===== config.mk =====
export PLATFORM = sky130hd
export DESIGN_NAME = d_domain_top
export DESIGN_NICKNAME = d
export VERILOG_FILES = /design/src/source/d_domain_pkg.sv /design/src/source/command_dispatch.sv /design/src/source/config_capture.sv /design/src/source/dram_write_path.sv /design/src/source/readback_check.sv /design/src/source/d_domain_top.sv
export VERILOG_INCLUDE_DIRS = /design/src /design/src/source
export SDC_FILE = /design/constraint.sdc
export NUM_CORES = 1
export LEC_CHECK = 0
export BUFFER_PORTS_ARGS = -buffer_cell sky130_fd_sc_hd__clkbuf_2
export CAP_MARGIN = 25
export CORE_AREA = 2 2 414 416
export DETAILED_ROUTE_END_ITERATION = 8
export DIE_AREA = 0 0 416 418
export PLACE_DENSITY_LB_ADDON = 0.08
export SETUP_SLACK_MARGIN = 0.15
export SLEW_MARGIN = 25
export SYNTH_ARGS = -nofsm -noshare
export SYNTH_HDL_FRONTEND = slang
export SYNTH_SLANG_ARGS = --single-unit

===== constraint.sdc =====
create_clock -name ui_clk -period 7.05 [get_ports ui_clk]
set_clock_uncertainty 0.05 [all_clocks]
set_input_delay 2.115 -clock ui_clk [delete_from_list [all_inputs] [get_ports ui_clk]]
set_output_delay 2.115 -clock ui_clk [all_outputs]
set_load 0.02 [all_outputs]

===== src/source/d_domain_defs.svh =====
`ifndef D_DOMAIN_DEFS_SVH
`define D_DOMAIN_DEFS_SVH

// command word layout
`define CMD_W        32
`define OPCODE_W     15
`define PAYLOAD_W    17

// memory application port
`define DATA_W       256
`define MASK_W       32
`define APP_ADDR_W   29

// one 256-bit beat covers eight address units
`define BEAT_STRIDE  8

// words per configuration round, count runs 0 to 39
`define CONFIG_WORDS 40

// opcodes
`define OP_CONFIG       1
`define OP_CONFIG_DONE  2
`define OP_CALIB_DONE   3
`define OP_WRITE_ADDR   4
`define OP_CHECK_RESULT 5
`define OP_WRITE_COUNT  6

`endif


===== src/source/d_domain_pkg.sv =====
`include "d_domain_defs.svh"

package d_domain_pkg;

    typedef enum logic [`OPCODE_W-1:0] {
        CMD_CONFIG       = `OP_CONFIG,
        CMD_CONFIG_DONE  = `OP_CONFIG_DONE,
        CMD_CALIB_DONE   = `OP_CALIB_DONE,
        CMD_WRITE_ADDR   = `OP_WRITE_ADDR,
        CMD_CHECK_RESULT = `OP_CHECK_RESULT,
        CMD_WRITE_COUNT  = `OP_WRITE_COUNT
    } cmd_opcode_e;

    // payload sits above the opcode
    typedef struct packed {
        logic [`PAYLOAD_W-1:0] payload;
        logic [`OPCODE_W-1:0]  opcode;
    } cmd_word_t;

    typedef struct packed {
        logic [1:0]  asic_mode;
        logic [15:0] training_epochs;
        logic [15:0] inference_epochs;
        logic [1:0]  dataset;
        logic [15:0] timesteps;
        logic [15:0] input_size_layer1;
        logic        long_time_streaming;
        logic        binary_classifier;
        logic        loser_encourage;
    } asic_config_t;

    typedef enum logic [2:0] {
        APP_WRITE = 3'd0,
        APP_READ  = 3'd1
    } app_cmd_e;

    typedef struct packed {
        logic                   en;
        app_cmd_e               cmd;
        logic [`APP_ADDR_W-1:0] addr;
        logic                   wdf_wren;
        logic [`DATA_W-1:0]     wdf_data;
        logic                   wdf_end;
        logic [`MASK_W-1:0]     wdf_mask;
    } app_req_t;

    typedef enum logic [1:0] {
        CHECK_IDLE,
        CHECK_READ,
        CHECK_WAIT,
        CHECK_REPORT
    } check_state_e;

endpackage


===== src/source/command_dispatch.sv =====
`include "d_domain_defs.svh"

module command_dispatch import d_domain_pkg::*; (
    input  logic                   ui_clk,
    input  logic                   reset,
    input  cmd_word_t              p2d_cmd_dout,
    input  logic                   p2d_cmd_valid,
    input  cmd_word_t              a2d_cmd_dout,
    input  logic                   a2d_cmd_valid,
    input  logic                   p2d_data_valid,
    input  logic                   app_rdy,
    input  logic                   app_wdf_rdy,
    input  logic                   d2p_cmd_full,
    input  logic                   d2a_cmd_full,
    input  logic                   init_calib_complete,
    input  logic                   config_full,
    input  logic                   addr_final,
    input  logic [`APP_ADDR_W-1:0] write_count,
    input  logic                   read_req,
    input  logic                   report_req,
    input  logic [15:0]            result,
    output logic                   p2d_cmd_rd_en,
    output logic                   a2d_cmd_rd_en,
    output logic                   p2d_data_rd_en,
    output logic                   d2p_cmd_wr_en,
    output cmd_word_t              d2p_cmd_din,
    output logic                   d2a_cmd_wr_en,
    output logic [`CMD_W-1:0]      d2a_cmd_din,
    output logic                   cfg_load,
    output logic                   addr_load,
    output logic [`PAYLOAD_W-1:0]  load_payload,
    output logic                   write_go,
    output logic                   config_clear,
    output logic                   report_grant
);

    cmd_opcode_e p2d_op;
    cmd_opcode_e a2d_op;
    logic        calib_sent;
    logic        want_count;
    logic        want_forward;
    logic        want_addr_rpt;
    logic        want_calib;
    logic        grant_count;
    logic        grant_forward;
    logic        grant_addr_rpt;
    logic        grant_calib;

    assign p2d_op = cmd_opcode_e'(p2d_cmd_dout.opcode);
    assign a2d_op = cmd_opcode_e'(a2d_cmd_dout.opcode);
    assign load_payload = p2d_cmd_dout.payload;
    assign d2a_cmd_din = p2d_cmd_dout;

    assign want_count = p2d_cmd_valid && p2d_op == CMD_WRITE_COUNT;
    assign want_forward = a2d_cmd_valid && a2d_op == CMD_CONFIG_DONE && config_full;
    assign want_addr_rpt = p2d_cmd_valid && p2d_op == CMD_WRITE_ADDR && addr_final;
    assign want_calib = init_calib_complete && !calib_sent;

    // fixed priority, check result first
    assign report_grant = !d2p_cmd_full && report_req;
    assign grant_count = !d2p_cmd_full && !report_req && want_count;
    assign grant_forward = !d2p_cmd_full && !report_req && !want_count && want_forward;
    assign grant_addr_rpt = !d2p_cmd_full && !report_req && !want_count && !want_forward
        && want_addr_rpt;
    assign grant_calib = !d2p_cmd_full && !report_req && !want_count && !want_forward
        && !want_addr_rpt && want_calib;

    assign d2p_cmd_wr_en = report_grant || grant_count || grant_forward || grant_addr_rpt
        || grant_calib;

    always_comb begin
        d2p_cmd_din = '0;
        if (report_grant) begin
            d2p_cmd_din.payload = {1'b0, result};
            d2p_cmd_din.opcode = CMD_CHECK_RESULT;
        end else if (grant_count) begin
            d2p_cmd_din.payload = write_count[`PAYLOAD_W-1:0];
            d2p_cmd_din.opcode = CMD_WRITE_COUNT;
        end else if (grant_forward) begin
            d2p_cmd_din = a2d_cmd_dout;
        end else if (grant_addr_rpt) begin
            d2p_cmd_din.opcode = CMD_WRITE_ADDR;
        end else if (grant_calib) begin
            d2p_cmd_din.opcode = CMD_CALIB_DONE;
        end
    end

    // forwarding config done re-arms capture, other a2d words are dropped
    assign config_clear = grant_forward;
    assign a2d_cmd_rd_en = grant_forward || (a2d_cmd_valid && a2d_op != CMD_CONFIG_DONE);

    always_comb begin
        p2d_cmd_rd_en = 1'b0;
        d2a_cmd_wr_en = 1'b0;
        cfg_load = 1'b0;
        addr_load = 1'b0;
        if (p2d_cmd_valid) begin
            case (p2d_op)
                CMD_CONFIG: begin
                    if (!config_full && !d2a_cmd_full) begin
                        p2d_cmd_rd_en = 1'b1;
                        d2a_cmd_wr_en = 1'b1;
                        cfg_load = 1'b1;
                    end
                end
                CMD_WRITE_ADDR: begin
                    // last half waits for its report slot
                    if (!addr_final || grant_addr_rpt) begin
                        p2d_cmd_rd_en = 1'b1;
                        addr_load = 1'b1;
                    end
                end
                CMD_WRITE_COUNT: p2d_cmd_rd_en = grant_count;
                default: p2d_cmd_rd_en = 1'b1;
            endcase
        end
    end

    // beats stream while the check read is not waiting for the port
    assign write_go = p2d_data_valid && app_rdy && app_wdf_rdy && !read_req;
    assign p2d_data_rd_en = write_go;

    always_ff @(posedge ui_clk) begin
        if (reset) begin
            calib_sent <= 1'b0;
        end else if (grant_calib) begin
            calib_sent <= 1'b1;
        end
    end

    // a report must never overrun a full d2p FIFO
    assert property (@(posedge ui_clk) disable iff (reset)
        d2p_cmd_full |-> !d2p_cmd_wr_en);

endmodule


===== src/source/config_capture.sv =====
`include "d_domain_defs.svh"

module config_capture import d_domain_pkg::*; (
    input  logic                  ui_clk,
    input  logic                  reset,
    input  logic                  cfg_load,
    input  logic                  config_clear,
    input  logic [`PAYLOAD_W-1:0] load_payload,
    output asic_config_t          cfg,
    output logic                  config_full
);

    localparam int CNT_W = $clog2(`CONFIG_WORDS);
    localparam logic [CNT_W-1:0] LAST_CNT = CNT_W'(`CONFIG_WORDS - 1);

    logic [CNT_W-1:0] cfg_cnt;
    logic             last_taken;

    // full once the word at the last count is in
    assign config_full = (cfg_cnt == LAST_CNT) && last_taken;

    always_ff @(posedge ui_clk) begin
        if (reset || config_clear) begin
            cfg_cnt <= '0;
            last_taken <= 1'b0;
        end else if (cfg_load) begin
            if (cfg_cnt == LAST_CNT) begin
                last_taken <= 1'b1;
            end else begin
                cfg_cnt <= cfg_cnt + 1'b1;
            end
        end
    end

    // counts 0 to 8 carry fields, the rest only advance
    always_ff @(posedge ui_clk) begin
        if (reset) begin
            cfg <= '0;
        end else if (cfg_load) begin
            case (cfg_cnt)
                0: cfg.asic_mode <= load_payload[1:0];
                1: cfg.training_epochs <= load_payload[15:0];
                2: cfg.inference_epochs <= load_payload[15:0];
                3: cfg.dataset <= load_payload[1:0];
                4: cfg.timesteps <= load_payload[15:0];
                5: cfg.input_size_layer1 <= load_payload[15:0];
                6: cfg.long_time_streaming <= load_payload[0];
                7: cfg.binary_classifier <= load_payload[0];
                8: cfg.loser_encourage <= load_payload[0];
                default: ;
            endcase
        end
    end

    // dispatch holds config words until the accelerator reports done
    assert property (@(posedge ui_clk) disable iff (reset)
        config_full |-> !cfg_load);

endmodule


===== src/source/dram_write_path.sv =====
`include "d_domain_defs.svh"

module dram_write_path import d_domain_pkg::*; (
    input  logic                   ui_clk,
    input  logic                   reset,
    input  logic                   addr_load,
    input  logic                   write_go,
    input  logic [`PAYLOAD_W-1:0]  load_payload,
    input  logic [`DATA_W-1:0]     p2d_data_dout,
    output logic                   addr_final,
    output logic [`APP_ADDR_W-1:0] write_count,
    output logic [31:0]            last_addr,
    output logic                   finish,
    output app_req_t               write_req
);

    logic [1:0]             xfer_cnt;
    logic [31:0]            base_addr;
    logic [`APP_ADDR_W-1:0] beat_addr;

    // base low, base high, last low, last high
    assign addr_final = (xfer_cnt == 2'd3);
    assign beat_addr = base_addr[`APP_ADDR_W-1:0] + write_count;

    always_ff @(posedge ui_clk) begin
        if (reset) begin
            xfer_cnt <= 2'd0;
        end else if (addr_load) begin
            xfer_cnt <= xfer_cnt + 2'd1;
        end
    end

    always_ff @(posedge ui_clk) begin
        if (addr_load) begin
            case (xfer_cnt)
                2'd0: base_addr[15:0] <= load_payload[15:0];
                2'd1: base_addr[31:16] <= load_payload[15:0];
                2'd2: last_addr[15:0] <= load_payload[15:0];
                default: last_addr[31:16] <= load_payload[15:0];
            endcase
        end
    end

    // new burst restarts the beat offset
    always_ff @(posedge ui_clk) begin
        if (reset) begin
            write_count <= '0;
        end else if (addr_load && xfer_cnt == 2'd0) begin
            write_count <= '0;
        end else if (write_go) begin
            write_count <= write_count + `APP_ADDR_W'(`BEAT_STRIDE);
        end
    end

    // request is zero when idle so the top can OR it with the read
    always_ff @(posedge ui_clk) begin
        if (reset) begin
            write_req <= '0;
            finish <= 1'b0;
        end else begin
            write_req <= '0;
            finish <= 1'b0;
            if (write_go) begin
                write_req.en <= 1'b1;
                write_req.cmd <= APP_WRITE;
                write_req.addr <= beat_addr;
                write_req.wdf_wren <= 1'b1;
                write_req.wdf_data <= p2d_data_dout;
                write_req.wdf_end <= 1'b1;
                write_req.wdf_mask <= '0;
                finish <= ((base_addr + 32'(write_count)) == last_addr);
            end
        end
    end

endmodule


===== src/source/readback_check.sv =====
`include "d_domain_defs.svh"

module readback_check import d_domain_pkg::*; (
    input  logic               ui_clk,
    input  logic               reset,
    input  logic               finish,
    input  logic [31:0]        last_addr,
    input  logic               app_rdy,
    input  logic               app_rd_data_valid,
    input  logic [`DATA_W-1:0] app_rd_data,
    input  logic               report_grant,
    output logic               read_req,
    output app_req_t           read_cmd,
    output logic               report_req,
    output logic [15:0]        result
);

    check_state_e state;

    assign read_req = (state == CHECK_READ);
    assign report_req = (state == CHECK_REPORT);

    always_ff @(posedge ui_clk) begin
        if (reset) begin
            state <= CHECK_IDLE;
            read_cmd <= '0;
        end else begin
            read_cmd <= '0;
            case (state)
                CHECK_IDLE: if (finish) state <= CHECK_READ;
                CHECK_READ: begin
                    if (app_rdy) begin
                        read_cmd.en <= 1'b1;
                        read_cmd.cmd <= APP_READ;
                        read_cmd.addr <= last_addr[`APP_ADDR_W-1:0];
                        state <= CHECK_WAIT;
                    end
                end
                CHECK_WAIT: if (app_rd_data_valid) state <= CHECK_REPORT;
                CHECK_REPORT: if (report_grant) state <= CHECK_IDLE;
                default: state <= CHECK_IDLE;
            endcase
        end
    end

    // first returned beat only
    always_ff @(posedge ui_clk) begin
        if (state == CHECK_WAIT && app_rd_data_valid) begin
            result <= app_rd_data[15:0];
        end
    end

    // the write path stays off the last address until the check is done
    assert property (@(posedge ui_clk) disable iff (reset)
        finish |-> state == CHECK_IDLE);

endmodule


===== src/source/d_domain_top.sv =====
`include "d_domain_defs.svh"

module d_domain_top import d_domain_pkg::*; (
    input  logic               ui_clk,
    input  logic               reset,
    output logic               p2d_cmd_rd_en,
    input  cmd_word_t          p2d_cmd_dout,
    input  logic               p2d_cmd_valid,
    output logic               p2d_data_rd_en,
    input  logic [`DATA_W-1:0] p2d_data_dout,
    input  logic               p2d_data_valid,
    output logic               d2p_cmd_wr_en,
    output cmd_word_t          d2p_cmd_din,
    input  logic               d2p_cmd_full,
    output logic               d2a_cmd_wr_en,
    output logic [`CMD_W-1:0]  d2a_cmd_din,
    input  logic               d2a_cmd_full,
    output logic               a2d_cmd_rd_en,
    input  cmd_word_t          a2d_cmd_dout,
    input  logic               a2d_cmd_valid,
    output app_req_t           app_req,
    input  logic               app_rdy,
    input  logic               app_wdf_rdy,
    input  logic               app_rd_data_valid,
    input  logic [`DATA_W-1:0] app_rd_data,
    input  logic               init_calib_complete,
    output asic_config_t       cfg
);

    logic                   cfg_load;
    logic                   addr_load;
    logic [`PAYLOAD_W-1:0]  load_payload;
    logic                   write_go;
    logic                   config_clear;
    logic                   report_grant;
    logic                   config_full;
    logic                   addr_final;
    logic [`APP_ADDR_W-1:0] write_count;
    logic [31:0]            last_addr;
    logic                   finish;
    logic                   read_req;
    logic                   report_req;
    logic [15:0]            result;
    app_req_t               write_req;
    app_req_t               read_cmd;

    // read and write never issue together, idle side is all zero
    assign app_req = app_req_t'(write_req | read_cmd);

    command_dispatch command_dispatch_i (.*);

    config_capture config_capture_i (.*);

    dram_write_path dram_write_path_i (.*);

    readback_check readback_check_i (.*);

endmodule


==> impl_metrics.env <==
export IMPL_drive_above_1_share_pct=36.7
export IMPL_hpwl_microns=77800
export IMPL_initialDrtViolationCount=680
export IMPL_cts_made_buffers=75
export IMPL_end_kind="output port"
export IMPL_gp_congestion=0.789
export IMPL_hp_class="flop to flop"
export IMPL_fin_nets=3173
export IMPL_post_route_util_pct=16.1
export IMPL_yosys_top_cells_area="dfxtp_1, buf_4, edfxtp_1"
export IMPL_final_period_utilization_pct=95.5
export IMPL_grt_pass1_wl_microns=134000
export IMPL_setup_viol=0
export IMPL_synth_main_ff_cell="dfxtp_1"
export IMPL_rrSetupSlack_ns=2.59
export IMPL_cp_slowest_cell="or3b_2"
export IMPL_grt_use_total_pct=10.9
export IMPL_n_fill_cell=19100
export IMPL_die_area_sq_mm=0.174
export IMPL_grt_setup_unrepaired="no"
export IMPL_cpPeakStageDelay_ns=0.46
export IMPL_post_place_cells=4684
export IMPL_worst_setup_path_start_kind="input port"
export IMPL_syn_inst=2056
export IMPL_via_per_inst=3.20
export IMPL_ys_ff_latch=506
export IMPL_routedWlPerCell_microns=20.4
export IMPL_rows=151
export IMPL_clk_latency_ns=0.66
export IMPL_post_route_min_period_ns=6.73
export IMPL_critPathArrivalTime_ns=4.57
export IMPL_hold_viol_final=0
export IMPL_clkSinkCount=506
export IMPL_worst_pin_slew_ns=0.876
export IMPL_ir_worst_vdd_uv=138
export IMPL_io_buffers=761
export IMPL_max_clock_path_buffers=3
export IMPL_clkSlewWorstSetupHoldPaths_ns=0.05
export IMPL_start_util_pct=12.2
export IMPL_wl_microns=98700
export IMPL_grt_ovfl_total=0
export IMPL_final_cell_count_no_fill=4828
export IMPL_grt_max_degree=133
export IMPL_slew_viol_final=0
export IMPL_die_h_microns=418
export IMPL_io_pin_count=1050
export IMPL_cp_common_cell="clkbuf_2"
export IMPL_yosysTopAreaCellShare_pct=41.4
export IMPL_yosysTopAreaCell="dfxtp_1"
export IMPL_max_freq_mhz=149
export IMPL_antenna_found_initial=29
export IMPL_crit_fanout=4
export IMPL_yosys_warnings=0
export IMPL_worst_setup_path_type="input port to output port"
export IMPL_ant_nets=0
export IMPL_powerDensity_mw_per_mm2=267
export IMPL_grt_pass1_vias=15900
export IMPL_htreeDepth=3
export IMPL_synth_seq_area_share_pct=53.0
export IMPL_die_x_microns=416
export IMPL_postCtsSetupRepairBufs=0
export IMPL_async_flop_share_pct=0
export IMPL_synth_edf_count=80
export IMPL_critPathTopFamily="simple AND/OR/NAND/NOR gates"
export IMPL_syn_to_final_growth_pct=32.0
export IMPL_maxCapViolations=0
export IMPL_coreArea_sq_mm=0.169
export IMPL_path_cells="clkbuf_2 -> nor4_1 -> and3_2 -> nand3_1 -> o21ai_0 -> nand2b_1 -> nor2_1 -> or3_1 -> or3b_2 -> clkbuf_2"
export IMPL_firstDrtPassIters=5
export IMPL_syn_area_sq_mm=0.0206
export IMPL_clockRootBuffer="clkbuf_16"
export IMPL_synthDistinctLibCells=72
export IMPL_cts_tree="done"
export IMPL_crit_buf_inv=2
export IMPL_drc_errors=0
export IMPL_status="finished, final reports clean"
export IMPL_vias=15400
export IMPL_leakagePower_nw=11.8
export IMPL_relSlewSlack_pct=41.6
export IMPL_required_ns=4.89
export IMPL_setup_tns_ns=0
export IMPL_synth_area_per_cell_sq_um=10.0
==> logic make-up (layout without fill, tap and decap cells) <==
group / count (synthesis) / in the layout / share of synthesized area (%)
multiplexers: 7 / 7 / 0.352
flip-flops: 506 / 506 / 53.0
AND/OR/NAND/NOR: 759 / 759 / 19.3
other: 1 / 53 / 0.0182
AO/OA/AOI/OAI: 220 / 220 / 6.84
buffers and inverters: 439 / 941 / 14.2
XOR/XNOR: 83 / 83 / 3.73
adder cells (fa/ha/maj): 41 / 41 / 2.53
==> synth_stat cells, types with 14 or more instances <==
library cell / count
inv_1: 20
and2_1: 299
nand4_1: 20
ha_1: 40
nor2_1: 95
xor2_1: 39
dfxtp_1: 426
buf_4: 339
a21oi_1: 110
a22oi_1: 14
nand2_1: 217
or2_2: 33
o21ai_0: 26
nand3_1: 19
clkbuf_1: 75
edfxtp_1: 80
xnor2_1: 41
==> worst paths after layout <==
kind / from / endpoint / cells after the start
min: config_capture_i.cfg[43]$_SDFFE_PP0P_ / config_capture_i.cfg[43]$_SDFFE_PP0P_ / 2
max: p2d_cmd_dout[7] / d2p_cmd_wr_en / 10
max reg2reg: dram_write_path_i.write_count[3]$_SDFFE_PP0P_ / dram_write_path_i.finish$_SDFF_PP0_ / 11
min reg2reg: config_capture_i.cfg[43]$_SDFFE_PP0P_ / config_capture_i.cfg[43]$_SDFFE_PP0P_ / 2
==> routing by layer <==
layer | part of all wire (%) | global-route usage (%)
met5 | 0.14 | 0
met4 | 2.0 | 2.72
met3 | 6.4 | 3.33
met2 | 50 | 18.8
met1 | 42 | 13.2
==> flip-flops by register name (all words and copies together), names as in the netlist, 6 cells and up <==
register,cells
dram_write_path_i.write_req,286
readback_check_i.read_cmd,30
config_capture_i.cfg,71
dram_write_path_i.base_addr,32
readback_check_i.result,16
dram_write_path_i.last_addr,32
dram_write_path_i.write_count,26
config_capture_i.cfg_cnt,6
==> tightest hold or removal path: cells and delay by family (launching register included) <==
kind | cells | cell delay (ns)
flops | 1 | 0.30
compound gates | 1 | 0.05
simple gates | 1 | 0.05
==> cells in the final DEF, fill, tap and decap left out, types with 7 or more instances in the layout <==
cell type,n
dfxtp_1,426
a22oi_1,14
nor3_1,13
clkbuf_8,12
edfxtp_1,80
and3_1,10
o21ai_0,26
and2_1,300
clkinv_2,10
buf_4,21
nor4_1,10
nand4_1,20
inv_1,20
xor2_1,39
or2_2,33
a21oi_1,110
xnor2_1,41
ha_1,40
nand2_1,217
nor2_1,94
clkbuf_2,761
clkbuf_16,76
diode_2,7
nand3_1,19
or3_1,7
clkbuf_1,16
conb_1,46
==> cell type report <==
class / count / area (sq um) / area share [%]
timing repair buffer: 785 / 4040 / 14.9
sequential: 506 / 10900 / 40.2
clock inverter: 31 / 300 / 1.10
multi-input combinational: 1156 / 6940 / 25.5
antenna: 7 / 17.5 / 0.0644
inverter: 21 / 83.8 / 0.308
tap: 2218 / 2780 / 10.2
clock buffer: 104 / 2130 / 7.82
==> report_power, final <==
group	internal [mW]	switching (mW)	leakage (nW)	total (mW)
clock	2.25	1.49	1.19	3.74
sequential	3.00	0.0226	4.16	3.02
combinational	0.175	0.331	6.42	0.505
total	5.42	1.84	11.8	7.26
==> stage by stage <==
step | cell area, sq um | worst slack [ns] | total power [mW] | hold slack, ns
CTS | 27100 | 0.231 | 7.48 | 0.406
floorplan | 20800 | 0.572 | 3.38 | 0.381
finish | 27200 | 0.320 | 7.26 | 0.402
detailed placement | 24700 | 0.254 | 3.61 | 0.395
global placement | 24700 | 0.292 | 3.61 | 0.390
global route | 27200 | 0.167 | 7.59 | 0.421
==> timing repair <==
action / CTS / global route
gates resized for setup: 0 / 1
endpoints found under the setup margin: 0 / 1
hold buffers: 0 / 0
(Power assumes the default switching activity.)
